==> src/verilog/sram_pkg.sv <==
package sram_pkg;

	////////////////////////////////////////////////////////////////////////////
	// Bus widths shared by the requesters, the arbiter and the controller
	////////////////////////////////////////////////////////////////////////////

	// Word address on the SRAM chip
	localparam int SRAM_ADDR_W = 18;
	// One data word
	localparam int SRAM_DATA_W = 16;

	// Controller divider, a phase tick every 2**RAM_DIV_BITS cycles
	localparam int RAM_DIV_BITS = 1;

	// Controller state codes
	localparam int STATE_W = 3;
	localparam logic [STATE_W-1:0] ST_IDLE = 3'd0;
	localparam logic [STATE_W-1:0] ST_RD1 = 3'd1;
	localparam logic [STATE_W-1:0] ST_RD2 = 3'd2;
	localparam logic [STATE_W-1:0] ST_RD3 = 3'd3;
	localparam logic [STATE_W-1:0] ST_WR1 = 3'd5;
	localparam logic [STATE_W-1:0] ST_WR2 = 3'd6;
	localparam logic [STATE_W-1:0] ST_WR3 = 3'd7;

endpackage
==> src/verilog/data_port.sv <==
`timescale 1ns/10ps

module data_port (
	input  logic clk,
	input  logic rst,
	input  logic ls_valid,
	input  logic ls_write,
	input  logic [sram_pkg::SRAM_ADDR_W-1:0] ls_addr,
	input  logic [sram_pkg::SRAM_DATA_W-1:0] ls_wdata,
	output logic ls_ready,
	output logic ls_resp_valid,
	output logic [sram_pkg::SRAM_DATA_W-1:0] ls_rdata,
	output logic req,
	output logic req_write,
	output logic [sram_pkg::SRAM_ADDR_W-1:0] req_addr,
	output logic [sram_pkg::SRAM_DATA_W-1:0] req_wdata,
	input  logic ack,
	input  logic [sram_pkg::SRAM_DATA_W-1:0] rdata
);

	logic take;

	// Closed while a request is outstanding
	assign ls_ready = !req;
	assign take = ls_valid && ls_ready;

	always_ff @(posedge clk or negedge rst) begin
		if (!rst) begin
			req <= 1'b0;
			ls_resp_valid <= 1'b0;
		end else begin
			ls_resp_valid <= 1'b0;
			if (take) begin
				req <= 1'b1;
			end else if (ack) begin
				req <= 1'b0;
				ls_resp_valid <= 1'b1;
			end
		end
	end

	// Request fields held stable until the acknowledge
	always_ff @(posedge clk) begin
		if (take) begin
			req_write <= ls_write;
			req_addr <= ls_addr;
			req_wdata <= ls_wdata;
		end
		if (ack && !req_write)
			ls_rdata <= rdata;
	end

endmodule

==> config.mk <==
export PLATFORM = sky130hd
export DESIGN_NAME = data_port
export DESIGN_NICKNAME = d
export VERILOG_FILES = /design/src/verilog/sram_pkg.sv /design/src/verilog/data_port.sv
export SDC_FILE = /design/constraint.sdc
export NUM_CORES = 1
export LEC_CHECK = 0
export BUFFER_PORTS_ARGS = -buffer_cell sky130_fd_sc_hd__buf_2
export CAP_MARGIN = 20
export CORE_UTILIZATION = 40
export CTS_CLUSTER_DIAMETER = 100
export DETAILED_ROUTE_END_ITERATION = 8
export GPL_TIMING_DRIVEN = 0
export PLACE_DENSITY = 0.88
export SYNTH_ARGS = -nofsm -noshare
export SYNTH_HDL_FRONTEND = slang
export SYNTH_SLANG_ARGS = --single-unit
==> constraint.sdc <==
create_clock -name clk -period 1.9 [get_ports clk]
set_clock_uncertainty 0.1 [all_clocks]
set_input_delay 0.38 -clock clk [delete_from_list [all_inputs] [get_ports clk]]
set_output_delay 0.38 -clock clk [all_outputs]
set_load 0.01 [all_outputs]
* Word-level counts from Yosys, hierarchy flattened
Index checks and enable logic that the tools add are counted.
** Cells by class
- $add $sub $neg :: 0
- Bitwise logic cells :: 0
- Divide/modulo/power cells :: 0
- Order comparisons :: 0
- Shifts and indexed selects :: 0
- $mul :: 0
- Eq/ne operators :: 0
- Reductions and logical operators :: 5
- Mux-type cells :: 4
** Operators with widths (count)
- 2-to-1 mux 1 bit :: 4
- logical AND 1 bit :: 2
- logical NOT 1 bit :: 2
- nonzero test 2 bit :: 1
** Word-level totals
- Bits in writable memories :: 0
- Output and inout port bits :: 54
- Input bits :: 55
- Memory bits (read-only) :: 0
- Memories :: 0
- Bits in latches :: 0
- Bits in registers :: 53
- Word-level logic and storage cells :: 15

* Logic depth before layout (Yosys ltp)
- Depth in word-level cells :: 3
- Gate-level depth with buffers :: 2
- Gate-level depth less buffers :: 2

* Worst setup path after synthesis
OpenSTA, ideal clock, no wires.
- Kind :: register to register
- From :: register req
- To :: register req_addr[0] in the netlist's numbering, enable pin
- Setup slack :: 0.156 ns
- Clock period less this slack :: 1.744 ns
- Cell stages (with the launch flop) :: 3
- Data required time :: 1.410 ns
- Buffers on the path :: 0
- Arrival time :: 1.254 ns
- Library setup time :: 0.390 ns
- Path through :: dfrtp_1 -> nand2b_4 -> inv_1
** Between the ends
- Longest elaborated chain between the ends :: 2
** RTL lines
- start: declaration :: RTL line data_port.sv:13 : output logic req,
- start signal: assignment :: RTL line data_port.sv:29 : req <= 1'b0;
- start signal: assignment :: RTL line data_port.sv:34 : req <= 1'b1;
- start signal: assignment :: RTL line data_port.sv:36 : req <= 1'b0;
- logical NOT 1 bit :: RTL line data_port.sv:24 : assign ls_ready = !req;
- logical AND 1 bit :: RTL line data_port.sv:25 : assign take = ls_valid && ls_ready;
- named net take :: RTL line data_port.sv:21 : logic take;
- end signal: assignment :: RTL line data_port.sv:46 : req_addr <= ls_addr;
- end: declaration :: RTL line data_port.sv:15 : output logic [sram_pkg::SRAM_ADDR_W-1:0] req_addr,
The timed path passes the listed nets, and every way through them passes these cells.
A chain may end at the register's enable or synchronous reset.

* Worst setup path in the final report
- From :: register req
- To :: register req_addr[9] in the netlist's numbering, enable pin
The elaborated chain is that of the path after synthesis.

==> results by group <==
Global route
  • First-pass GRT wire length: 4310 microns
  • Largest net degree at the start of global routing: 25
  • Vias in the first global route: 1,007
  • Grt total ovfl: 0
  • Initial antenna violation count: 0
  • Grt met2 use: 27.0%
  • GRT Max-Usage Layer: met2
  • GRT met1 Usage: 12.8%
  • M3 GR Usage: 8.68%
  • Gr usage total: 14.9%

Synthesis
  • Average cell area after synthesis: 27.5 sq um
  • Syn Nets: 114
  • Total number of yosys warnings: 0
  • Synth area leaders: edfxtp_1 94%, dfrtp_1 3.1%, nand2b_4 0.85%
  • Synthesized flop and latch total: 53
  • Post-Syn Area: 1620 sq um
  • Yosys top cell by area: edfxtp_1
  • Sequential area share after synthesis: 97.5%
  • Post-Synthesis Cells: 59
  • Synth top area share: 94.4%
  • Synth cell types: 7

Floorplanning
  • Full die area: 4320 sq um
  • # IOs: 109
  • Initial Util: 43.0%
  • CORE AREA: 3770 sq um
  • Die Y: 65.7 microns
  • Site Rows: 22
  • Die Wd: 65.7 microns

Clocking
  • Num CTS Buffers: 5
  • CTS max path bufs: 2
  • Clk pin slew, worst setup/hold paths: 90 ps
  • CTS resizes: 0
  • CTS tree: built
  • Clock root cell: clkbuf_8
  • Clock sink total: 53
  • Post-CTS setup buffer count: 0
  • Clock Latency Late Sink: 290 ps
  • Htree depth: 2

STA
  • Final WS setup: 335 ps
  • Slew headroom: 65.4%
  • Slew of the pin with the lowest slew margin: 518 ps
  • Worst hold slack: 150 ps
  • Min Clock Period, post-route: 1570 ps
  • Final Hold Viols: 0
  • Final setup fails: 0
  • RSZ-0062 raised after global routing: false
  • Part of the cycle the worst path needs: 82.4%
  • Upper clock frequency limit: 0.639 GHz
  • Final setup TNS: 0 ps
  • Max-slew violations: 0

Layout
  • Post-layout util: 62.5%
  • Footprint of the multi-input gates: 33.8 sq um
  • Diode count: 0
  • Non-filler cells, final: 226
  • Most frequent cells in the layout: 108 x buf_2, 51 x edfxtp_1, 5 x clkbuf_8
  • Filler instances: 261
  • Commonest non-fill, non-tap cell in the layout: buf_2
  • Register area: 1580 sq um
  • Area Growth Syn to Fin: 45.3%
  • Proportion of layout cells with a drive suffix above 1: 67.4%
  • Final #Nets: 232

Hold path
  • Hold_sp: ls_addr[10]
  • Hold WC Path Type: primary input to flip-flop

Pwr
  • Power density over cell area: 944 nW/um^2
  • VDD IR max: 0.000700 V
  • Leakage power: 0.00102 uW

Routing
  • Detailed Route WL: 3050 microns
  • Antenna viol nets, final: 0
  • Detailed Route Iter0 Violations: 43
  • DRC errors left: 0
  • DR vias: 967
  • 1st-pass router iterations: 4
  • WL per Instance: 13.5 microns
  • DR vias/cell: 4.28

Placed design
  • DP Cell Count: 217
  • RePlAce Congestion: 0.674
  • Place WS: 305 ps
  • Port buffer count: 108

Critical path
  • Crit path DAT: 1480 ps
  • CP max-delay cell: dfrtp_1
  • CP cell instances: nand2b_4 > inv_1 > buf_16
  • Crit-path max FO: 24
  • Buf/Inv on CP: 2
  • Data required time of the worst path: 1820 ps
  • Kind of critical path: flip-flop to flip-flop
  • Worst reg2reg startpoint: req
  • Crit path largest cell delay: 410 ps
  • Crit. End Element: flip-flop
  • Critical Path Source: req
  • Startpoint types: flip-flop
  • CP delay by family, top: buffers and inverters

Run
  • Max-cap violations: 0

Status
  • Outcome: completed
==> metal layers <==
layer	share of wire, %	wire length (microns)
met1	31	946
met2	56	1700
met3	13	390
met4	0.43	13
met5	0	0
==> layout make-up <==
cell class / count / area share [%]
Inverter: 2 / 0.318
Multi-Input combinational cell: 4 / 1.43
Timing Repair Buffer: 111 / 24.8
Clock buffer: 5 / 2.92
Sequential cell: 53 / 67.1
Tap cell: 48 / 2.55
Clock inverter: 3 / 0.902
==> metrics by stage <==
step	total power (uW)	instance area, sq um
floorplan	1500	1620
global placement	1620	2220
detailed placement	1650	2260
CTS	2250	2360
global route	2320	2360
finish	2230	2360
==> timing repair <==
action                                  in CTS  in global routing
endpoints found under the setup margin       0                  0
hold endpoints to repair                     2                  0
hold buffers                                 1                  0
==> Yosys cell counts <==
library cell / n
nand2b_4: 1
and2_4: 1
o21ai_0: 1
nor2b_1: 1
edfxtp_1: 51
inv_1: 2
dfrtp_1: 2
==> registers in the layout, indices dropped and copies added, names as in the netlist <==
name and cells:
ls_rdata 16, ls_resp_valid 1, req 1, req_addr 18
req_wdata 16, req_write 1
==> report_power, final <==
| part | internal, uW | total [uW] | switching [uW] | leakage, uW |
|---|---|---|---|---|
| sequential | 1370 | 1390 | 18.5 | 0.000505 |
| combinational | 108 | 229 | 122 | 0.000475 |
| clock | 261 | 607 | 345 | 0.0000445 |
==> worst reg2reg max path: stages (launching register included) <==
cell      delay [ps]
dfrtp_1          410
nand2b_4         150
inv_1            390
buf_16           230
==> worst paths after layout <==
check,to,slack [ps],cells past startpoint
worst max-delay path,req_addr[9],330,3
worst min-delay path,req_addr[10],150,1
worst max register to register,req_addr[9],330,3
worst min register to register,req,480,2
max in group asynchronous,req,1310,2
min in group asynchronous,ls_resp_valid,290,2
==> logic make-up (layout without fill, tap and decap cells) <==
| group | after synthesis | count (layout) | share of synthesized area, % |
|---|---|---|---|
| flip-flops | 53 | 53 | 97.5 |
| AO/OA/AOI/OAI | 1 | 1 | 0.308 |
| buffers and inverters | 2 | 121 | 0.463 |
| AND/OR/NAND/NOR | 3 | 3 | 1.77 |
No activity file was read; power rests on OpenSTA's default activity.
