`config.mk`:
```
export PLATFORM = sky130hd
export DESIGN_NAME = sram_arbiter
export DESIGN_NICKNAME = d
export VERILOG_FILES = /design/src/verilog/sram_pkg.sv /design/src/verilog/sram_arbiter.sv
export SDC_FILE = /design/constraint.sdc
export NUM_CORES = 1
export LEC_CHECK = 0
export ABC_AREA = 1
export BUFFER_PORTS_ARGS = -buffer_cell sky130_fd_sc_hd__clkbuf_2
export CAP_MARGIN = 20
export CORE_MARGIN = 2
export CORE_UTILIZATION = 25
export DETAILED_ROUTE_END_ITERATION = 8
export HOLD_SLACK_MARGIN = 0.02
export PLACE_DENSITY_LB_ADDON = 0.25
export SYNTH_ARGS = -nofsm -noshare
export SYNTH_HDL_FRONTEND = slang
export SYNTH_SLANG_ARGS = --single-unit
```
`constraint.sdc`:
```
create_clock -name clk -period 1 [get_ports clk]
set_input_delay 0.1 -clock clk [delete_from_list [all_inputs] [get_ports clk]]
set_output_delay 0.1 -clock clk [all_outputs]
set_load 0.01 [all_outputs]
```
`src/verilog/sram_pkg.sv`:
```
package sram_pkg;

	////////////////////////////////////////////////////////////////////////////
	// Bus widths shared by the requesters, the arbiter and the controller
	////////////////////////////////////////////////////////////////////////////

	// Word address on the SRAM chip
	localparam int SRAM_ADDR_W = 18;
	// One data word
	localparam int SRAM_DATA_W = 16;

	// Controller divider, a phase tick every 2**RAM_DIV_BITS cycles
	localparam int RAM_DIV_BITS = 1;

	// Controller state codes
	localparam int STATE_W = 3;
	localparam logic [STATE_W-1:0] ST_IDLE = 3'd0;
	localparam logic [STATE_W-1:0] ST_RD1 = 3'd1;
	localparam logic [STATE_W-1:0] ST_RD2 = 3'd2;
	localparam logic [STATE_W-1:0] ST_RD3 = 3'd3;
	localparam logic [STATE_W-1:0] ST_WR1 = 3'd5;
	localparam logic [STATE_W-1:0] ST_WR2 = 3'd6;
	localparam logic [STATE_W-1:0] ST_WR3 = 3'd7;

endpackage
```
`src/verilog/sram_arbiter.sv`:
```
`timescale 1ns/10ps

module sram_arbiter (
	input  logic clk,
	input  logic rst,
	input  logic fetch_req,
	input  logic [sram_pkg::SRAM_ADDR_W-1:0] fetch_addr,
	output logic fetch_ack,
	output logic [sram_pkg::SRAM_DATA_W-1:0] fetch_rdata,
	input  logic data_req,
	input  logic data_write,
	input  logic [sram_pkg::SRAM_ADDR_W-1:0] data_addr,
	input  logic [sram_pkg::SRAM_DATA_W-1:0] data_wdata,
	output logic data_ack,
	output logic [sram_pkg::SRAM_DATA_W-1:0] data_rdata,
	output logic mem_req,
	output logic mem_write,
	output logic [sram_pkg::SRAM_ADDR_W-1:0] mem_addr,
	output logic [sram_pkg::SRAM_DATA_W-1:0] mem_wdata,
	input  logic mem_ack,
	input  logic [sram_pkg::SRAM_DATA_W-1:0] mem_rdata
);

	logic busy;
	// 1 when the data port holds the grant
	logic owner;
	logic sel;

	// Data port wins, but only while nobody holds the grant
	assign sel = busy ? owner : data_req;

	assign mem_req = sel ? data_req : fetch_req;
	assign mem_write = sel && data_write;
	assign mem_addr = sel ? data_addr : fetch_addr;
	assign mem_wdata = sel ? data_wdata : '0;

	assign data_ack = mem_ack && owner;
	assign fetch_ack = mem_ack && !owner;
	assign data_rdata = mem_rdata;
	assign fetch_rdata = mem_rdata;

	always_ff @(posedge clk or negedge rst) begin
		if (!rst) begin
			busy <= 1'b0;
			owner <= 1'b0;
		end else if (!busy && mem_req) begin
			busy <= 1'b1;
			owner <= sel;
		end else if (busy && mem_ack) begin
			busy <= 1'b0;
		end
	end

endmodule

```
=== Word level (Yosys, flattened, before mapping) ===
Cells that the tools add are included.

* Reductions and logical operators: 8
* Multiplexer cells: 6

{| class="wikitable"
|+ Operators with widths
! operator !! number
|-
| 2-to-1 mux 18 bit || 1
|-
| 2-to-1 mux 16 bit || 1
|-
| logical AND 1 bit || 5
|-
| 2-to-1 mux 1 bit || 4
|-
| logical NOT 1 bit || 2
|-
| nonzero test 2 bit || 1
|}

* Register bits after elaboration: 2
* Output and inout port bits: 70
* Bits of input ports: 74

=== Longest topological paths before layout ===
* Word-level depth: 4
* Mapped depth: 6

=== Worst setup path before layout ===
Ideal clock, no wire load.

* Kind: reg2out
* Start point: register owner
* End point: output mem_addr[10] (netlist bit)
* Arrival: 0.961 ns
* Required time: 0.900 ns
* Cell stages (with the launch flop): 7
* Setup slack: -0.061 ns
* Buffers on the path: 2
* Cell sequence: dfrtp_1 inv_1 nand2_2 buf_4 buf_6 nand3_1 nand2_1

* Cells in the longest elaborated chain, start to end: 2

{| class="wikitable"
|+ RTL lines
! what !! line !! RTL
|-
| start: declaration || sram_arbiter.sv:26 || <nowiki>logic owner;</nowiki>
|-
| start signal: assignment || sram_arbiter.sv:48 || <nowiki>owner <= sel;</nowiki>
|-
| 2-to-1 mux 1 bit || sram_arbiter.sv:30 || <nowiki>assign sel = busy ? owner : data_req;</nowiki>
|-
| 2-to-1 mux 18 bit || sram_arbiter.sv:34 || <nowiki>assign mem_addr = sel ? data_addr : fetch_addr;</nowiki>
|-
| end: declaration || sram_arbiter.sv:18 || <nowiki>output logic [sram_pkg::SRAM_ADDR_W-1:0] mem_addr,</nowiki>
|}

Every way passes these cells.

=== Final worst setup path ===
* Start point: register busy
* End point: output mem_wdata[8] (netlist bit)

* Cells in the longest elaborated chain, start to end: 2

{| class="wikitable"
|+ RTL lines
! what !! line !! RTL
|-
| start: declaration || sram_arbiter.sv:24 || <nowiki>logic busy;</nowiki>
|-
| start signal: assignment || sram_arbiter.sv:44 || <nowiki>busy <= 1'b0;</nowiki>
|-
| start signal: assignment || sram_arbiter.sv:47 || <nowiki>busy <= 1'b1;</nowiki>
|-
| start signal: assignment || sram_arbiter.sv:50 || <nowiki>busy <= 1'b0;</nowiki>
|-
| 2-to-1 mux 1 bit || sram_arbiter.sv:30 ||
|-
| 2-to-1 mux 16 bit || sram_arbiter.sv:35 || <nowiki>assign mem_wdata = sel ? data_wdata : '0;</nowiki>
|-
| end: declaration || sram_arbiter.sv:19 || <nowiki>output logic [sram_pkg::SRAM_DATA_W-1:0] mem_wdata,</nowiki>
|}

Every way passes these cells.

==> results.sh <==
export IMPL_critPathSlowestCell="dfrtp_2"
export IMPL_gp_congestion=0.7036
export IMPL_dieWidth_um=61.39
export IMPL_gr_usage_met1_pct=13.35
export IMPL_dieHeight_um=61.39
export IMPL_synth_seq_cells=2
export IMPL_critPathLaunchType="register"
export IMPL_end_kind="output port"
export IMPL_drt_total_wl_um=2826
export IMPL_globalRouteTotalUtil_pct=12.38
export IMPL_totalPowerFinal_w=0.001360
export IMPL_layout_setup_ws_ns=-0.3520
export IMPL_drc=0
export IMPL_ant_nets=0
export IMPL_start_util_pct=26.53
export IMPL_fmax_mhz=739.6
export IMPL_syn_area_um2=823.3
export IMPL_antenna_found_initial=0
export IMPL_grt_remaining_overflow=0
export IMPL_min_from="fetch_req"
export IMPL_yosysWarnings=0
export IMPL_crit_arrival_ns=1.25
export IMPL_core_area_um2=3103
export IMPL_cp_max_fo=5
export IMPL_finalNetCount=297
export IMPL_post_place_ws_ns=-0.1276
export IMPL_routed_via_density=4.260
export IMPL_syn_num_nets=223
export IMPL_min_period_over_period_pct=135.2
export IMPL_clock_sinks=2
export IMPL_hp_class="input port to register"
export IMPL_fin_crit_ns=1.352
export IMPL_path_class="register to output port"
export IMPL_rr_startpoint="busy"
export IMPL_n_antenna_cell=0
export IMPL_die_area_um2=3768
export IMPL_final_hold_viol_count=0
export IMPL_cts_clk_slew_worst_paths_ns=0.03
export IMPL_fin_area_um2=1495
export IMPL_top_usage_layer="met2"
export IMPL_grt_max_degree=20
export IMPL_root_buffer="clkbuf_4"
export IMPL_area_growth_pct=81.61
export IMPL_place_hpwl_um=2109
export IMPL_cts_tree="yes"
export IMPL_ir_worst_vdd_mv=0.3722
export IMPL_finalSetupViolations=40
export IMPL_tightest_slew_ns=0.1468
export IMPL_use_met2_pct=23.10
export IMPL_grt_pass1_vias=932
export IMPL_cp_cell_sequence="inv_4 > nand2_4 > nand2_8 > clkbuf_16 > nor2_2 > buf_2"
export IMPL_layout_drive_gt1_share_pct=66.97
export IMPL_io_buffers=95
export IMPL_clk_latency_ns=0.22
export IMPL_drt_iter0_drc=18
export IMPL_grt_pass1_wl_um=3622
export IMPL_violations="negative setup slack"
export IMPL_power_density_nw_per_um2=909.5
export IMPL_drv_cap=0
export IMPL_slew_headroom_pct=90.22
export IMPL_h_tree_depth=1
export IMPL_gr_usage_met3_pct=2.941
export IMPL_num_rows=20
export IMPL_yosysSeqAreaShare_pct=6.079
export IMPL_num_vias=1129
export IMPL_max_stage_delay_ns=0.44
export IMPL_cp_startpoint="busy"
export IMPL_cts_inserted_buffers=3
export IMPL_dr_pass1_iters=3
export IMPL_slew_violations=0
export IMPL_pin_count=144
export IMPL_cp_data_required_time_ns=0.90
export IMPL_status="finished with violations"
export IMPL_syn_area_per_cell_um2=5.525
export IMPL_synth_distinct_cells=12
export IMPL_place_area_um2=1201
export IMPL_rsz0062_at_grt="true"
export IMPL_finClkSkew_ns=0.001520
export IMPL_syn_inst=149
export IMPL_n_fill_cell=338
export IMPL_clockBufferDepth=2
export IMPL_wl_per_cell_um=10.66
export IMPL_leakage_nw=0.9332
[final timing paths]
| path | cells after the start | slack [ns] | end |
|---|---|---|---|
| worst min-delay path | 2 | 0.1 | owner |
| max in group asynchronous | 2 | 0.68 | busy |
| worst max register to register | 6 | -0.10 | owner |
| worst max-delay path | 6 | -0.35 | mem_wdata[8] |
| min in group asynchronous | 2 | 0.21 | owner |
| worst min register to register | 3 | 0.60 | busy |
[synthesized netlist by cell type]
cell	count	share of area [%]
dfrtp_1	2	6.1
o21ai_0	1	0.61
nor2_1	20	9.1
clkbuf_8	1	1.7
nand3_1	37	22
inv_1	22	10
inv_2	1	0.46
buf_2	1	0.61
nand2_2	5	3.8
buf_4	34	31
buf_6	3	4.1
nand2_1	22	10
[report_power, final]
group	total (W)	internal, W	switching, W
Sequential	0.000105	0.0000910	0.0000144
Clock	0.000174	0.000132	0.0000420
Combinational	0.00108	0.000554	0.000526
[cells by family (layout without fill, tap and decap cells)]
group	Yosys count	in the layout	share of synthesized area (%)
and+or+nand+nor	84	84	45.44
buffers and inverters	62	134	47.87
DFF	2	2	6.079
AOI/OAI and AO/OA	1	1	0.6073
[layout make-up]
| class | instances | area (um^2) | area share (%) |
|---|---|---|---|
| multi-input combinational | 85 | 528.0 | 35.31 |
| sequential | 2 | 51.30 | 3.431 |
| timing repair buffer | 108 | 749.5 | 50.13 |
| inverter | 23 | 88.84 | 5.941 |
| tap | 44 | 55.05 | 3.682 |
| clock buffer | 3 | 22.52 | 1.506 |
[routing by layer]
layer / up-vias / share of wire, %
met5: - / 0
met4: 0 / 0.32
met3: 4 / 12
met2: 79 / 52
met1: 478 / 36
li1: 568 / -
[placed cells by master, fill, tap and decap left out]
cell,n
buf_12,4
buf_2,9
buf_4,1
buf_6,13
clkbuf_16,3
clkbuf_2,77
clkbuf_4,3
dfrtp_1,1
dfrtp_2,1
dlygate4sd3_1,1
inv_1,21
inv_2,1
inv_4,1
nand2_1,10
nand2_2,13
nand2_4,3
nand2_8,1
nand3_1,37
nor2_1,2
nor2_2,9
nor2_4,9
o21ai_1,1
[repair_timing]
item	4_1_cts	5_1_grt
gates resized for setup	5	53
hold endpoints to repair	2	0
cloned	0	4
setup buffers	0	2
pin swaps	1	4
endpoints found under the setup margin	39	40
hold buffers	1	0
[sequential cells by signal, indices dropped and copies added, names as in the netlist]
register / flops
owner: 1
busy: 1
[per-stage QoR]
step | TNS (ns) | hold WS (ns) | std cells | utilization (%)
CTS | -11.96 | 0.1150 | 260 | 40.20
finish | -11.95 | 0.09522 | 265 | 48.19
global route | -14.43 | 0.1195 | 265 | 48.19
detailed placement | -3.649 | -0.1054 | 256 | 38.71
global placement | -3.051 | -0.1118 | 256 | 38.71
floorplan | -0.7223 | -0.1956 | 149 | -
[worst max-delay path, delay by kind of cell (launching register included)]
family | cells | cell delay (ns)
flip-flops | 1 | 0.44
buffers and inverters | 3 | 0.38
AND/OR/NAND/NOR | 3 | 0.21
Note: power is estimated with default switching activity, not from simulation.
