$ cat config.mk
export PLATFORM = sky130hd
export DESIGN_NAME = fetch_port
export DESIGN_NICKNAME = d
export VERILOG_FILES = /design/src/verilog/sram_pkg.sv /design/src/verilog/fetch_port.sv
export SDC_FILE = /design/constraint.sdc
export NUM_CORES = 1
export LEC_CHECK = 0
export BUFFER_PORTS_ARGS = -buffer_cell sky130_fd_sc_hd__buf_2
export CORE_MARGIN = 4
export CORE_UTILIZATION = 25
export CTS_CLUSTER_SIZE = 28
export DETAILED_ROUTE_END_ITERATION = 7
export GPL_TIMING_DRIVEN = 0
export PLACE_DENSITY = 0.46
export RECOVER_POWER = 50
export SYNTH_ARGS = -nofsm -noshare
export SYNTH_HDL_FRONTEND = slang
export SYNTH_SLANG_ARGS = --single-unit
$ cat constraint.sdc
create_clock -name clk -period 4 [get_ports clk]
set_input_delay 0.6 -clock clk [delete_from_list [all_inputs] [get_ports clk]]
set_output_delay 0.6 -clock clk [all_outputs]
set_load 0.005 [all_outputs]
$ cat src/verilog/sram_pkg.sv
package sram_pkg;

	////////////////////////////////////////////////////////////////////////////
	// Bus widths shared by the requesters, the arbiter and the controller
	////////////////////////////////////////////////////////////////////////////

	// Word address on the SRAM chip
	localparam int SRAM_ADDR_W = 18;
	// One data word
	localparam int SRAM_DATA_W = 16;

	// Controller divider, a phase tick every 2**RAM_DIV_BITS cycles
	localparam int RAM_DIV_BITS = 1;

	// Controller state codes
	localparam int STATE_W = 3;
	localparam logic [STATE_W-1:0] ST_IDLE = 3'd0;
	localparam logic [STATE_W-1:0] ST_RD1 = 3'd1;
	localparam logic [STATE_W-1:0] ST_RD2 = 3'd2;
	localparam logic [STATE_W-1:0] ST_RD3 = 3'd3;
	localparam logic [STATE_W-1:0] ST_WR1 = 3'd5;
	localparam logic [STATE_W-1:0] ST_WR2 = 3'd6;
	localparam logic [STATE_W-1:0] ST_WR3 = 3'd7;

endpackage
$ cat src/verilog/fetch_port.sv
`timescale 1ns/10ps

module fetch_port (
	input  logic clk,
	input  logic rst,
	input  logic redirect,
	input  logic [sram_pkg::SRAM_ADDR_W-1:0] redirect_addr,
	input  logic inst_ready,
	output logic inst_valid,
	output logic [sram_pkg::SRAM_ADDR_W-1:0] inst_addr,
	output logic [sram_pkg::SRAM_DATA_W-1:0] inst_data,
	output logic req,
	output logic [sram_pkg::SRAM_ADDR_W-1:0] req_addr,
	input  logic ack,
	input  logic [sram_pkg::SRAM_DATA_W-1:0] rdata
);

	logic active;
	logic discard;
	logic consume;
	logic issue;
	logic fill;
	logic [sram_pkg::SRAM_ADDR_W-1:0] next_addr;

	// The output registers are the one-word buffer
	assign consume = inst_valid && inst_ready;
	// Only one read at a time, and only into a free slot
	assign issue = active && !req && !redirect && (!inst_valid || consume);
	// A read that was overtaken by a redirect never reaches the buffer
	assign fill = req && ack && !discard && !redirect;

	always_ff @(posedge clk or negedge rst) begin
		if (!rst) begin
			active <= 1'b0;
			req <= 1'b0;
			discard <= 1'b0;
			inst_valid <= 1'b0;
		end else begin
			if (redirect) begin
				active <= 1'b1;
				inst_valid <= 1'b0;
				// Stale read still out, drop its result when it returns
				discard <= req && !ack;
			end else begin
				if (consume)
					inst_valid <= 1'b0;
				if (fill)
					inst_valid <= 1'b1;
				if (ack)
					discard <= 1'b0;
			end
			if (ack)
				req <= 1'b0;
			else if (issue)
				req <= 1'b1;
		end
	end

	always_ff @(posedge clk) begin
		if (redirect)
			next_addr <= redirect_addr;
		else if (fill)
			next_addr <= req_addr + 1'b1;
		if (issue)
			req_addr <= next_addr;
		if (fill) begin
			inst_addr <= req_addr;
			inst_data <= rdata;
		end
	end

endmodule

## Word level (Yosys, flattened, before mapping)

Index checks and enable logic that the tools add are counted.

| operators by class | value |
|---|---|
| add/subtract/negate cells | 1 |
| muxes and demuxes | 9 |
| reduce and logical (&&, ||, !) cells | 18 |

Operators by type and width:

| operator | count |
|---|---|
| $mux 18 | 2 |
| $add 18x1->18 const B | 1 |
| $logic_and 1x1->1 | 8 |
| $mux 1 | 7 |
| $reduce_bool 2->1 | 3 |
| $logic_not 1->1 | 5 |
| $reduce_bool 3->1 | 1 |
| $logic_or 1x1->1 | 1 |

| storage, ports and cells | value |
|---|---|
| register bits | 74 |
| input bits | 39 |
| output and inout port bits | 54 |
| word-level logic and storage cells | 36 |

## Logic depth before layout (Yosys ltp)

Gate-level depths: netlist of the first run.

| depth | value |
|---|---|
| depth after elaboration | 6 |
| gate-level depth with buffers | 5 |
| depth with buffers taken out | 5 |

## Worst setup path after synthesis of the first run

No wires, ideal clock.

| path | value |
|---|---|
| path type | input to register |
| start point | input redirect |
| end point | register inst_addr[0] (netlist name), enable pin |
| setup time | 0.425 ns |
| data arrival time | 2.418 ns |
| data required time | 3.575 ns |
| setup slack | 1.157 ns |
| stages | 3 |
| buffers on the path | 2 |
| cell sequence | clkbuf_1 > clkbuf_1 > nor2_1 |

| between the ends | value |
|---|---|
| longest elaborated chain between the ends | 2 |

RTL lines:

| what | RTL line | text |
|---|---|---|
| start, declared | fetch_port.sv:6 | `input logic redirect,` |
| $logic_not 1->1 | fetch_port.sv:30 | `assign fill = req && ack && !discard && !redirect;` |
| $logic_and 1x1->1 | fetch_port.sv:30 |  |
| named net fill | fetch_port.sv:22 | `logic fill;` |
| end signal, assigned | fetch_port.sv:67 | `inst_addr <= req_addr;` |
| end, declared | fetch_port.sv:10 | `output logic [sram_pkg::SRAM_ADDR_W-1:0] inst_addr,` |

The timed path passes the listed nets, and every way through them passes these cells.
A chain may end at the register's enable or synchronous reset.

## Worst setup path in the final report of the first run

| path | value |
|---|---|
| start point | input redirect |
| end point | register next_addr[7] (netlist name), enable pin |

| between the ends | value |
|---|---|
| longest elaborated chain between the ends | 3 |

RTL lines:

| what | RTL line | text |
|---|---|---|
| $logic_not 1->1 | fetch_port.sv:30 |  |
| $logic_and 1x1->1 | fetch_port.sv:30 |  |
| $reduce_bool 2->1 (no source line) * | n/a |  |
| end signal, assigned | fetch_port.sv:61 | `next_addr <= redirect_addr;` |
| end signal, assigned | fetch_port.sv:63 | `next_addr <= req_addr + 1'b1;` |
| end, declared | fetch_port.sv:23 | `logic [sram_pkg::SRAM_ADDR_W-1:0] next_addr;` |

Every way passes the cells marked *; elsewhere a longest branch is shown, timed or not.

==> qor.yml, run 1 <==
overflow: 0
antenna_found_initial: 0
synth_edf_count: 70
cts_num_sinks: 74
tightest_slew_ns: 0.982
switchingPower_uw: 410
routedWlPerCell_um: 15.4
cts_hold_buf: 0
cts_tree: "done"
grt_max_degree: 32
cts_resized: 0
ios: 93
combPwrFrac_pct: 6.0
grt_pass1_vias: 1845
leakagePower_nw: 1.36
drive_above_1_share_pct: 33.0
final-setup-viol-count: 0
synthFlopType: "edfxtp_1"
ir_drop_uv: 174
io_buffers: 91
clock_path_buffers: 2
grt_pass1_wl_mm: 9.70
crit_required_ns: 3.95
start_util_pct: 25.9
clkTransAtPathRegs_ns: 0.06
syn_avg_cell_area_um2: 16.4
synthCells: 173
synth_warnings: 0
drc_errors: 0
die_h_um: 115
synth_nets: 213
crit_arrival_ns: 2.04
crit_path_start_kind: "primary input"
routed_via_density: 4.13
vias: 1742
row_count: 38
finalWorstSetupSlack_ns: 1.92
p_clk_share_pct: 45.0
finClkSkew_ns: 0.00538
yosys_register_bits: 74
synth_area_leader_cell: "edfxtp_1"
path_class: "in -> reg"
reg2reg_depth: 5
final_cell_area_mm2: 0.00380
final_util_pct: 34.6
drt.antenna.violating_nets: 0
drv_cap: 0
cts-htree-levels: 3
synth_sequential_area_ratio_pct: 77.5
fin_crit_ns: 2.08
post_dp_cell_area_mm2: 0.00352
ys_types: 28
yosysMostFrequentCell: "edfxtp_1"
dr.pass1.iters: 4
cts_buffers: 9
maxSlewViolCount: 0
period_share_pct: 52.0
yosysTopAreaCellShare_pct: 74.0
status: "completed"
end_kind: "register"
fill_cells: 1100
diodes: 0
hpwl_mm: 4.66
grt_setup_unrepaired: "no"
core-area_mm2: 0.0110
cts-root-buf: "clkbuf_16"
hold_viol_final: 0
place_congestion: 0.704
timing.fmax_mhz: 480
clkLatencyLatePin_ns: 0.34
cts_setup_buffers: 0
hold_ws_ns: 0.0846
pre_cts_ws_ns: 1.47
syn-cell-area_mm2: 0.00284
grt.total_usage_pct: 10.0
layout.nets: 317
cp_max_fo: 18
fin_cells: 422
area_growth_pct: 33.6
synthTopCellsByCount: "70 x edfxtp_1, 20 x nand2_1, 13 x o21ai_0, 13 x xnor2_1, 8 x nor2_1"
power_mw: 1.91
dieWidth_um: 115
dp_cells: 406
die-area_mm2: 0.0131
setup-tns-final_ns: 0
worstHoldPathType: "in -> async"
p_int_mw: 1.50
slew-limit-headroom_pct: 34.5
detail_route.iter0.violations: 106
async_reset_ff_share_pct: 5.41
pwr-share-seq_pct: 49.0
totalWireLength_mm: 6.50
swShare_pct: 21.5
power_density_mw_per_mm2: 503
synthTopCellsByArea: "edfxtp_1 74%, xnor2_1 4.0%, dfrtp_1 3.5%, nand2_1 2.6%, o21ai_0 2.3%"
[layout by cell type (no fill, tap or decap), drive strengths merged, types with 2 or more instances in the layout]
cell type / count
a21oi: 2
buf: 67
bufinv: 2
clkbuf: 40
clkinv: 4
dfrtp: 4
edfxtp: 70
inv: 4
mux2i: 2
nand2: 20
nand2b: 2
nand3: 5
nand3b: 2
nand4: 4
nor2: 8
nor3: 5
nor4: 4
o21ai: 15
xnor2: 13
[power by group through the flow]
| stage | sequential [mW] | clock, mW | combinational (mW) |
|---|---|---|---|
| 2_1_floorplan | 0.949 | 0 | 0.0512 |
| 3_3_place_gp | 0.953 | 0 | 0.113 |
| 3_5_place_dp | 0.953 | 0 | 0.120 |
| 4_1_cts | 0.937 | 0.877 | 0.121 |
| 5_1_grt | 0.942 | 0.907 | 0.129 |
| 6_report | 0.936 | 0.859 | 0.114 |
[sequential cells by signal (all words and copies together), names as in the netlist]
register / count
inst_addr: 18
next_addr: 18
req_addr: 18
inst_data: 16
active: 1
discard: 1
inst_valid: 1
req: 1
[per-layer routing]
layer  GRT usage, %  vias up  part of all wire [%]
li1               -      853                     -
met1           12.2      803                    45
met2           15.4       73                    43
met3           3.70       13                   9.7
met4           5.46        0                   2.2
met5              0        -                     0
[worst max-delay path, stage by stage]
cell,delay [ns]
clkbuf_1,0.21
clkbuf_1,0.39
nand2b_1,0.82
[worst paths after layout]
kind,start,endpoint,slack (ns)
max,redirect,next_addr[7],1.92
min,rst,inst_valid,0.08
max reg2reg,req_addr[0],next_addr[16],2.05
min reg2reg,next_addr[1],req_addr[1],0.42
max in group asynchronous,rst,discard,3.73
min in group clk,next_addr[1],req_addr[1],0.42
[layout make-up]
type / instances / area, um^2 / share of cell area [%]
Clock buffer: 9 / 225 / 5.93
Timing Repair Buffer: 93 / 458 / 12.1
Inverter: 4 / 15.0 / 0.396
Multi-Input combinational cell: 90 / 608 / 16.0
Tap cell: 140 / 175 / 4.61
Clock inverter: 7 / 93.8 / 2.47
Buffer: 5 / 18.8 / 0.494
Sequential cell: 74 / 2200 / 58.0
[cells by family (layout without fill, tap and decap cells)]
kind of cell    count (synthesis)  count (layout)  synth area share, %
mux                             3               3                 1.10
fa+ha+maj                       1               1                0.440
buf+inv                         9             118                 1.19
compound gates                 19              19                 3.61
xor+xnor                       14              14                 4.32
simple gates                   53              53                 11.8
flops                          74              74                 77.5
No activity file was read; power rests on OpenSTA's default activity.
==> inputs of run 2 (changes only) <==
--- a/config.mk
+++ b/config.mk
@@ -5,13 +5,14 @@
 export SDC_FILE = /design/constraint.sdc
 export NUM_CORES = 1
 export LEC_CHECK = 0
+export ABC_AREA = 1
 export BUFFER_PORTS_ARGS = -buffer_cell sky130_fd_sc_hd__buf_2
 export CORE_MARGIN = 4
 export CORE_UTILIZATION = 25
 export CTS_CLUSTER_SIZE = 28
 export DETAILED_ROUTE_END_ITERATION = 7
 export GPL_TIMING_DRIVEN = 0
-export PLACE_DENSITY = 0.46
+export PLACE_DENSITY = 0.48
 export RECOVER_POWER = 50
 export SYNTH_ARGS = -nofsm -noshare
 export SYNTH_HDL_FRONTEND = slang
==> constraint.sdc (replaced) <==
create_clock -name clk -period 1.7 [get_ports clk]
set_input_delay 0.255 -clock clk [delete_from_list [all_inputs] [get_ports clk]]
set_output_delay 0.255 -clock clk [all_outputs]
set_load 0.005 [all_outputs]
==> run 2 against run 1 <==
- critical path type is now reg -> reg
- critical endpoint is now next_addr[16]
- via count is 19% higher
- clock skew hardly changed
- clock power is 110% higher
- highest routed layer unchanged
- first-iteration DRC count is 3.8% higher
==> qor.yml, run 2 <==
status: "completed"
slew-limit-headroom_pct: 49.6
min_path_cells: 1
power_density_mw_per_mm2: 1100
hold_viol_final: 0
fin_crit_ns: 1.53
ir_drop_uv: 373
synthCells: 227
core-area_mm2: 0.0114
layout.nets: 378
crit_required_ns: 1.78
place_congestion: 0.762
grt_pass1_wl_mm: 10.8
synthTopCellsByArea: "edfxtp_1 72%, nand2_1 8.3%, dfrtp_1 3.4%, nand3_1 2.4%, inv_1 1.9%"
drt.antenna.violating_nets: 0
synth_sequential_area_ratio_pct: 75.3
reg2reg_slack_ns: 0.17
top_regs: "inst_addr (18), next_addr (18), req_addr (18)"
synth_area_leader_cell: "edfxtp_1"
dieWidth_um: 116
cts-htree-levels: 3
drc_errors: 0
cts_buffers: 9
die-area_mm2: 0.0135
dp_cells: 462
row_count: 39
clkLatencyLatePin_ns: 0.33
grt_pass1_vias: 2045
ios: 93
die_h_um: 116
detail_route.iter0.violations: 110
routedWlPerCell_um: 14.6
overflow: 0
yosysTopAreaCellShare_pct: 71.9
reg2reg_depth: 9
path_class: "reg -> reg"
io_buffers: 92
worstHoldPathType: "in -> reg"
end_kind: "register"
maxSlewViolCount: 0
syn-cell-area_mm2: 0.00292
synth_compound_area_share_pct: 3.51
post_dp_cell_area_mm2: 0.00357
antenna_found_initial: 0
yosysMostFrequentCell: "edfxtp_1"
vias: 2070
diodes: 0
finClkSkew_ns: 0.00547
grt_setup_unrepaired: "no"
crit_arrival_ns: 1.62
final_cell_area_mm2: 0.00392
final-setup-viol-count: 0
synth_adder_area_share_pct: 0.428
synthFlopType: "edfxtp_1"
layout_common_cells: "70 x buf_2, 70 x edfxtp_1, 64 x nand2_1"
synth_nets: 267
drive_above_1_share_pct: 31.8
cp_max_fo: 5
synth_xor_area_share_pct: 0.899
start_util_pct: 25.6
drv_cap: 0
synth_warnings: 0
power_mw: 4.32
area_growth_pct: 34.2
synth-simple-area-share_pct: 16.8
synth.area.mux_share_pct: 0
synthTopCellsByCount: "70 x edfxtp_1, 65 x nand2_1, 15 x inv_1"
async_reset_ff_share_pct: 5.41
grt_max_degree: 19
synth_top_family_by_area: "simple AND/OR/NAND/NOR gates"
timing.fmax_mhz: 652
timing.rr.end: "next_addr[16]"
period_share_pct: 90.2
synth_edf_count: 70
leakagePower_nw: 1.58
syn_avg_cell_area_um2: 12.9
ys_types: 27
tightest_slew_ns: 0.757
clkTransAtPathRegs_ns: 0.06
dr.pass1.iters: 4
yosys_register_bits: 74
hold_ws_ns: 0.102
cts_tree: "done"
totalWireLength_mm: 7.08
hpwl_mm: 4.98
seqCellArea_mm2: 0.00220
multi_input_area_um2: 672
cts-root-buf: "clkbuf_16"
r2r-start: "req_addr[1]"
cp-endpoint: "next_addr[16]"
fin_cells: 486
crit_path_start_kind: "register"
cts_num_sinks: 74
worstSetupStartpoint: "req_addr[1]"
fill_cells: 1179
routed_via_density: 4.26
clock_path_buffers: 2
grt.total_usage_pct: 10.8
[run 2: cell types whose count changed after synthesis, sizes merged, moves of 5 or more]
cell / delta
xnor2: -12
nor2: +11
nand3: +10
inv: +13
nand2: +50
nor3: -5
o21ai: -5
[run 2: cells by family after synthesis]
kind of cell,count (synthesis)
and+or+nand+nor,108
DFF,74
buffers and inverters,22
AOI/OAI and AO/OA,19
xor gates and xnor gates,3
adders and majority gates,1
[run 2: metrics by stage]
| step | utilization (%) | setup slack [ns] | TNS, ns |
|---|---|---|---|
| floorplan | - | 0.183 | 0 |
| detailed placement | 31.3 | -0.361 | -15.76 |
| global placement | 31.3 | -0.331 | -14.12 |
| CTS | 34.2 | 0.000253 | 0 |
| finish | 34.3 | 0.166 | 0 |
| global route | 34.3 | 0.00785 | 0 |
[run 2: per-layer routing]
layer	up-vias	wire (um)	GRT usage [%]
met1	961	3070	13.6
met4	0	130	5.34
met2	91	3230	16.8
li1	1003	-	-
met5	-	0	0
met3	15	653	3.68
[run 2: report_power, final]
group	leakage [nW]	switching [mW]	internal [mW]
Combinational	0.729	0.178	0.122
Clock	0.142	0.701	1.13
Sequential	0.710	0.0650	2.12
[run 2: area by class of cell]
type	instances	area share, %
multi-input cells	132	17.1
clock inverters	6	1.44
inverters	18	1.72
flip-flops and latches	74	56.2
repair buffers	99	12.6
well taps	143	4.56
plain buffers	4	0.511
clock buffers	10	5.84
[run 2: how the worst min path moves through the flow]
| stage | slack (ns) | start | endpoint |
|---|---|---|---|
| floorplan | -0.04 | rst | active |
| global placement | 0.06 | rst | inst_valid |
| finish | 0.10 | rdata[1] | inst_data[1] |
| CTS | 0.08 | rdata[6] | inst_data[6] |
| global route | 0.09 | rdata[6] | inst_data[6] |
| detailed placement | 0.07 | rst | active |
[run 2: what timing repair did]
action                                  4_1_cts  5_1_grt
endpoints found under the setup margin       52       22
resized for setup                             3        2
pin swaps                                     1        1
gates cloned                                  1        0
endpoints found under the hold margin         4        0
setup buffers                                 3        3
hold buffers                                  1        0
[run 2: worst max-delay path, cell delays in order, from the launching register on]
cell and delay (ns):
edfxtp_1 0.44, ha_1 0.24, nand3_1 0.17, inv_2 0.07, nand2_2 0.12, nor2_1 0.06
nand2_1 0.05, nand2_1 0.05, nand2_1 0.05, nand2_1 0.04
